===== src/include/rf_defines.svh =====
`ifndef RF_DEFINES_SVH
`define RF_DEFINES_SVH

// Register file geometry
`define RF_REGS 32
`define RF_ADDR_W 5

// Register width
`define RF_DATA_W 16

// Width of the arithmetic shift amount
`define RF_SHIFT_W 4

`endif


===== src/hdl/rf_pkg.sv =====
`include "rf_defines.svh"

package rf_pkg;

	typedef logic [`RF_DATA_W-1:0] data_t;
	typedef logic [`RF_ADDR_W-1:0] addr_t;
	typedef logic [`RF_SHIFT_W-1:0] shamt_t;

	typedef enum logic [2:0] {
		OP_WRITE = 3'd0,
		OP_READ = 3'd1,
		OP_READ2 = 3'd2,
		OP_MAX = 3'd3,
		OP_XOR = 3'd4,
		OP_SRA = 3'd5
	} op_e;

	// Command as it arrives on the input handshake
	typedef struct packed {
		op_e op;
		addr_t dest;
		addr_t src_a;
		addr_t src_b;
		shamt_t shamt;
		data_t imm;
	} cmd_t;

	// Command with its source operands already read
	typedef struct packed {
		op_e op;
		addr_t dest;
		shamt_t shamt;
		data_t imm;
		data_t val_a;
		data_t val_b;
	} issue_t;

	typedef struct packed {
		logic en;
		addr_t addr;
		data_t data;
	} wr_t;

	// aux only carries data for a two-register read
	typedef struct packed {
		op_e op;
		addr_t dest;
		data_t result;
		data_t aux;
	} resp_t;

	// Ops that store their result into dest
	function automatic logic writes_reg(op_e op);
		logic w;
		case (op)
			OP_WRITE,
			OP_MAX,
			OP_XOR,
			OP_SRA: begin
				w = 1'b1;
			end
			default: begin
				w = 1'b0;
			end
		endcase
		return w;
	endfunction

endpackage


===== src/hdl/reg_file.sv =====
`include "rf_defines.svh"

module reg_file (
	input logic clk,
	input logic reset,

	input rf_pkg::addr_t rd_addr_a,
	input rf_pkg::addr_t rd_addr_b,
	output rf_pkg::data_t rd_data_a,
	output rf_pkg::data_t rd_data_b,

	input rf_pkg::wr_t wr
);

	rf_pkg::data_t regs [`RF_REGS];

	// Single write port, all entries cleared on reset
	always_ff @(posedge clk) begin
		if (reset) begin
			for (int i = 0; i < `RF_REGS; i++) begin
				regs[i] <= '0;
			end
		end else if (wr.en) begin
			regs[wr.addr] <= wr.data;
		end
	end

	// Asynchronous read ports
	assign rd_data_a = regs[rd_addr_a];
	assign rd_data_b = regs[rd_addr_b];

endmodule


===== src/hdl/operand_fetch.sv =====
module operand_fetch (
	input rf_pkg::cmd_t cmd,

	output rf_pkg::addr_t rd_addr_a,
	output rf_pkg::addr_t rd_addr_b,
	input rf_pkg::data_t rd_data_a,
	input rf_pkg::data_t rd_data_b,

	// Write that lands on the coming edge
	input rf_pkg::wr_t wr,

	output rf_pkg::issue_t issue
);

	logic hit_a;
	logic hit_b;

	assign rd_addr_a = cmd.src_a;
	assign rd_addr_b = cmd.src_b;

	// Register file still holds the old value this cycle
	assign hit_a = wr.en && (wr.addr == cmd.src_a);
	assign hit_b = wr.en && (wr.addr == cmd.src_b);

	always_comb begin
		issue.op = cmd.op;
		issue.dest = cmd.dest;
		issue.shamt = cmd.shamt;
		issue.imm = cmd.imm;

		if (hit_a) begin
			issue.val_a = wr.data;
		end else begin
			issue.val_a = rd_data_a;
		end

		if (hit_b) begin
			issue.val_b = wr.data;
		end else begin
			issue.val_b = rd_data_b;
		end
	end

endmodule


===== src/hdl/pipe_reg.sv =====
module pipe_reg #(
	parameter type payload_t = logic
) (
	input logic clk,
	input logic reset,

	input logic in_valid,
	output logic in_ready,
	input payload_t in_data,

	output logic out_valid,
	input logic out_ready,
	output payload_t out_data
);

	logic valid_q;
	payload_t data_q;
	logic accept;

	// Free slot, or the held item leaves this cycle
	assign in_ready = !valid_q || out_ready;
	assign accept = in_valid && in_ready;

	always_ff @(posedge clk) begin
		if (reset) begin
			valid_q <= 1'b0;
		end else if (in_ready) begin
			valid_q <= in_valid;
		end
	end

	always_ff @(posedge clk) begin
		if (accept) begin
			data_q <= in_data;
		end
	end

	assign out_valid = valid_q;
	assign out_data = data_q;

endmodule


===== src/hdl/execute_stage.sv =====
module execute_stage (
	input rf_pkg::issue_t issue,

	// Item moves from the issue register into the response register
	input logic commit,

	output rf_pkg::resp_t resp,
	output rf_pkg::wr_t wr
);

	rf_pkg::data_t result;
	rf_pkg::data_t aux;
	rf_pkg::data_t max_val;
	rf_pkg::data_t sra_val;

	// Unsigned compare
	assign max_val = (issue.val_a > issue.val_b) ? issue.val_a : issue.val_b;

	// Sign bit of val_a fills from the top
	assign sra_val = rf_pkg::data_t'($signed(issue.val_a) >>> issue.shamt);

	always_comb begin
		aux = '0;
		case (issue.op)
			rf_pkg::OP_WRITE: begin
				result = issue.imm;
			end
			rf_pkg::OP_READ: begin
				result = issue.val_a;
			end
			rf_pkg::OP_READ2: begin
				result = issue.val_a;
				aux = issue.val_b;
			end
			rf_pkg::OP_MAX: begin
				result = max_val;
			end
			rf_pkg::OP_XOR: begin
				result = issue.val_a ^ issue.val_b;
			end
			rf_pkg::OP_SRA: begin
				result = sra_val;
			end
			default: begin
				result = '0;
			end
		endcase
	end

	always_comb begin
		resp.op = issue.op;
		resp.dest = issue.dest;
		resp.result = result;
		resp.aux = aux;
	end

	// One write per item, on the cycle it commits
	always_comb begin
		wr.en = commit && rf_pkg::writes_reg(issue.op);
		wr.addr = issue.dest;
		wr.data = result;
	end

endmodule


===== src/hdl/rf_proc_top.sv =====
module rf_proc_top (
	input logic clk,
	input logic reset,

	input logic cmd_valid,
	output logic cmd_ready,
	input rf_pkg::cmd_t cmd,

	output logic resp_valid,
	input logic resp_ready,
	output rf_pkg::resp_t resp
);

	rf_pkg::addr_t rd_addr_a;
	rf_pkg::addr_t rd_addr_b;
	rf_pkg::data_t rd_data_a;
	rf_pkg::data_t rd_data_b;
	rf_pkg::wr_t wr;

	rf_pkg::issue_t fetch_issue;
	rf_pkg::issue_t exec_issue;
	logic issue_valid;

	rf_pkg::resp_t exec_resp;
	logic resp_in_ready;
	logic commit;

	reg_file reg_file_inst (
		.clk(clk),
		.reset(reset),
		.rd_addr_a(rd_addr_a),
		.rd_addr_b(rd_addr_b),
		.rd_data_a(rd_data_a),
		.rd_data_b(rd_data_b),
		.wr(wr)
	);

	// Stage 1 operand fetch
	operand_fetch operand_fetch_inst (
		.cmd(cmd),
		.rd_addr_a(rd_addr_a),
		.rd_addr_b(rd_addr_b),
		.rd_data_a(rd_data_a),
		.rd_data_b(rd_data_b),
		.wr(wr),
		.issue(fetch_issue)
	);

	pipe_reg #(
		.payload_t(rf_pkg::issue_t)
	) issue_reg_inst (
		.clk(clk),
		.reset(reset),
		.in_valid(cmd_valid),
		.in_ready(cmd_ready),
		.in_data(fetch_issue),
		.out_valid(issue_valid),
		.out_ready(resp_in_ready),
		.out_data(exec_issue)
	);

	// Stage 2 execute
	assign commit = issue_valid && resp_in_ready;

	execute_stage execute_stage_inst (
		.issue(exec_issue),
		.commit(commit),
		.resp(exec_resp),
		.wr(wr)
	);

	// Stage 3 response
	pipe_reg #(
		.payload_t(rf_pkg::resp_t)
	) resp_reg_inst (
		.clk(clk),
		.reset(reset),
		.in_valid(issue_valid),
		.in_ready(resp_in_ready),
		.in_data(exec_resp),
		.out_valid(resp_valid),
		.out_ready(resp_ready),
		.out_data(resp)
	);

endmodule


===== config.mk =====
export PLATFORM = sky130hd
export DESIGN_NAME = rf_proc_top
export DESIGN_NICKNAME = d
export VERILOG_FILES = /design/src/hdl/rf_pkg.sv /design/src/hdl/reg_file.sv /design/src/hdl/operand_fetch.sv /design/src/hdl/pipe_reg.sv /design/src/hdl/execute_stage.sv /design/src/hdl/rf_proc_top.sv
export VERILOG_INCLUDE_DIRS = /design/src /design/src/include
export SDC_FILE = /design/constraint.sdc
export NUM_CORES = 1
export LEC_CHECK = 0
export BUFFER_PORTS_ARGS = -buffer_cell sky130_fd_sc_hd__buf_2
export CAP_MARGIN = 0
export CORE_MARGIN = 2
export CORE_UTILIZATION = 35
export CTS_CLUSTER_DIAMETER = 120
export CTS_CLUSTER_SIZE = 16
export DETAILED_ROUTE_END_ITERATION = 8
export HOLD_SLACK_MARGIN = 0.08
export PLACE_DENSITY = 0.61
export SLEW_MARGIN = 10
export SYNTH_ARGS = -nofsm -noshare
export SYNTH_HDL_FRONTEND = slang
export SYNTH_SLANG_ARGS = --single-unit

===== constraint.sdc =====
create_clock -name clk -period 3.3 [get_ports clk]
set_input_delay 0.165 -clock clk [delete_from_list [all_inputs] [get_ports clk]]
set_output_delay 0.165 -clock clk [all_outputs]
set_load 0.05 [all_outputs]

==> impl_metrics.py <==
metrics = {
    "place": {
        "io_buffers": 83,
        "dp.cells": 3853,
        "gp_congestion": 0.937,
        "dp_hpwl_mm": 81.3,
    },
    "floorplan": {
        "rows": 113,
        "die_h_um": 315,
        "core_area_mm2": 0.0953,
        "start_util_pct": 35.4,
        "die_area_mm2": 0.0990,
        "fp.dieW_um": 315,
        "pin_count": 84,
    },
    "sta": {
        "clock.fmax_ghz": 0.320,
        "setup_viol_count_final": 0,
        "worst_pin_slew_ps": 977,
        "slew_headroom_pct": 34.8,
        "final_max_slew_viol_count": 0,
        "setup_tns_ps": 0,
        "rsz0062_at_grt": "false",
        "clock_skew_ps": 40.8,
        "min_period_ps": 3130,
        "finalCritPeriodShare_pct": 94.8,
        "hold_violations": 0,
    },
    "global_route": {
        "grt_usage_pct": 23.6,
        "antenna_found_initial": 1,
        "grt_busiest_layer": "met2",
        "use_met1_pct": 29.9,
        "grt_pass1_wl_mm": 171,
        "grt_overflow_total": 0,
        "grt_max_degree": 46,
        "grtUsageMet2_pct": 38.2,
        "grt_pass1_vias": 24583,
        "gr-usage-met3_pct": 5.70,
    },
    "power": {
        "p_switching_w": 0.00496,
        "pwr-share-comb_pct": 18.1,
        "p_int_w": 0.0125,
        "swShare_pct": 28.4,
        "p_per_area_mw_per_mm2": 455,
        "ir_drop_v": 0.000424,
        "seqPwrFrac_pct": 52.2,
        "totalPowerFinal_w": 0.0175,
        "clock_power_share_pct": 29.7,
        "leakage_nw": 13.5,
    },
    "route": {
        "via_count": 24859,
        "drtPass1Iterations": 6,
        "post_drt_wl_per_cell_um": 30.3,
        "antenna_left": 0,
        "drt-initial-drc-count": 3390,
        "drc": 0,
        "post_drt_via_cell_ratio": 6.31,
        "routed_wl_mm": 119,
    },
    "yosys": {
        "synth_ff_type": "edfxtp_1",
        "synth_area_leaders": "edfxtp_1, mux4_2, a21oi_1",
        "ys_seq_area_share_pct": 54.5,
        "postSynthCellCount": 2532,
        "synth_largest_area_cell": "edfxtp_1",
        "synth_top_cell_area_share_pct": 54.4,
        "ys_async_sr_fraction_pct": 0,
        "netlist_area_mm2": 0.0338,
        "syn-num-nets": 2590,
        "synth_edf_count": 612,
        "syn_area_per_cell_um2": 13.3,
        "synth-seq-cells": 614,
        "ys_types": 74,
        "yosys_warnings": 0,
    },
    "finish": {
        "area_delta_synth_final_pct": 13.6,
        "drive_above_1_share_pct": 23.4,
        "antenna_cells": 0,
        "fin_nets": 2726,
        "fin_cells": 3941,
        "multi_input_area_mm2": 0.0139,
        "fin_util_pct": 40.2,
        "nFillCells": 8914,
        "area.sequential_mm2": 0.0184,
    },
    "min_path": {
        "min_from": "reset",
        "holdCritPathClass": "in -> reg",
        "hold_path_end": "issue_reg_inst.out_valid$_SDFFE_PP0N_",
        "hold_depth": 2,
    },
    "critical_path": {
        "crit_required_ps": 3580,
        "crit-reg2reg-launch": "issue_reg_inst.out_data[1]$_DFFE_PP_",
        "path_class": "reg -> reg",
        "r2r_end": "resp_reg_inst.out_data[31]$_DFFE_PP_",
        "crit_path_max_fanout": 11,
        "arrival_ps": 3410,
        "end_kind": "flop",
        "r2r_cells": 8,
        "reg2reg_slack_ps": 170,
        "worstSetupStartpointType": "flop",
    },
    "clocking": {
        "ctsRootBufferMaster": "clkbuf_16",
        "cts_made_buffers": 44,
        "path_clk_slew_ps": 80,
        "cts-htree-levels": 2,
        "cts_num_sinks": 614,
        "tritoncts": "done",
        "clock_path_buffers": 3,
        "clkLatencyLatePin_ps": 630,
    },
    "flow_run": {
        "cap_violations": 0,
    },
    "status": {
        "status": "finished, final reports clean",
    },
}
how the worst max path moves through the flow:
stage                     slack (ps)                                 endpoint                                  from  depth (start not counted)
after global placement           160     issue_reg_inst.out_data[1]$_DFFE_PP_  issue_reg_inst.out_data[1]$_DFFE_PP_                         10
after global routing             110  reg_file_inst.regs[13][6]$_SDFFCE_PN0P_  issue_reg_inst.out_data[6]$_DFFE_PP_                         10
after CTS                        100     issue_reg_inst.out_data[0]$_DFFE_PP_  issue_reg_inst.out_data[1]$_DFFE_PP_                         10
after detailed placement         110     issue_reg_inst.out_data[0]$_DFFE_PP_  issue_reg_inst.out_data[1]$_DFFE_PP_                         10
after floorplan                  310     issue_reg_inst.out_data[0]$_DFFE_PP_  resp_reg_inst.out_valid$_SDFFE_PP0P_                          3
final                            170     resp_reg_inst.out_data[31]$_DFFE_PP_  issue_reg_inst.out_data[1]$_DFFE_PP_                          8
synthesized netlist by cell type (all sizes together), types with 2 or more instances:
library cell  number
nor2              37
a41oi             12
o311ai             2
ha                16
o22ai             20
a221oi             4
and2              26
or2                4
a21oi            545
buf              150
or4                3
xnor2              6
nand2            127
nand3             27
a31oi             28
dfxtp              2
a311oi             2
nor4               5
o21bai             2
nor2b             24
mux2i            247
a211oi            30
o221ai             4
a22oi             74
clkbuf           122
nor4b              2
edfxtp           612
nor3              20
mux4             191
nand2b            42
nand4             18
nand3b             6
o211ai            23
o21ai             34
mux2               5
nor3b              5
o2bb2ai            4
and3               9
inv               23
o21a               2
xor2               4
power by group through the flow:
stage | sequential, W | combinational, W | clock [W]
floorplan | 0.00931 | 0.00185 | 0
global placement | 0.00926 | 0.00301 | 0
detailed placement | 0.00928 | 0.00304 | 0
CTS | 0.00911 | 0.00308 | 0.00525
global route | 0.00915 | 0.00329 | 0.00547
finish | 0.00911 | 0.00315 | 0.00519
kinds of logic after synthesis:
logic type	Yosys count	synth area share, %
buffers and inverters	296	4.47
multiplexers	443	20.2
AND/OR/NAND/NOR	362	5.69
adder cells (fa/ha/maj)	16	0.593
AO/OA/AOI/OAI	791	14.2
XOR/XNOR	10	0.259
flip-flops	614	54.5
cell usage in the layout (no fill, tap or decap), types with 6 or more instances in the layout:
cell type / instances
clkbuf_16: 44
a21oi_2: 7
a211oi_1: 30
a22oi_1: 74
a31oi_1: 28
edfxtp_1: 612
ha_1: 16
clkbuf_1: 7
nand4_1: 17
o211ai_1: 16
mux2i_1: 247
nand3b_1: 6
buf_12: 45
nand3_1: 27
nor2b_1: 24
a41oi_4: 11
o22ai_1: 20
and2_1: 23
mux4_2: 191
nor3_1: 20
nand2_1: 127
o21ai_0: 33
nor2_1: 36
a21oi_1: 533
buf_2: 77
and3_1: 8
inv_1: 20
dlygate4sd3_1: 31
xnor2_1: 6
nand2b_1: 42
buf_4: 207
cell type report:
type,count,area share (%)
Clock buffer,51,2.94
Timing Repair Buffer,362,8.28
Sequential cell,614,48.0
Inverter,24,0.235
Tap cell,1265,4.13
Multi-Input combinational cell,1622,36.2
Clock inverter,3,0.160
per-layer routing:
| metal | up-vias | routed length, um |
|---|---|---|
| met5 | - | 0 |
| met4 | 0 | 6050 |
| met3 | 363 | 13400 |
| met2 | 1696 | 56300 |
| met1 | 12518 | 43600 |
| li1 | 10282 | - |
flip-flops by register name, indices dropped and copies added, names as in the netlist:
name,count
reg_file_inst.regs,512
issue_reg_inst.out_data,60
resp_reg_inst.out_data,40
issue_reg_inst.out_valid,1
resp_reg_inst.out_valid,1
metrics by stage:
stage	setup slack (ps)	instance area [um^2]	hold WS (ps)
2_1_floorplan	313	33800	264
6_report	173	38400	119
3_3_place_gp	161	36800	344
5_1_grt	114	38400	151
3_5_place_dp	109	36800	343
4_1_cts	96.6	38300	101
worst max-delay path, cell delays in order (launching register included):
cell	delay, ps
edfxtp_1	420
inv_1	60
ha_1	340
nor2b_1	150
o211ai_1	280
a21oi_2	130
or4_4	580
a21oi_4	520
nand2_1	290
what timing repair did:
action	CTS	global route
setup buffers	0	3
hold buffers	31	0
hold endpoints to repair	30	0
setup endpoints to repair	0	11
gates resized for setup	0	0
Note: power is estimated with default switching activity, not from simulation.
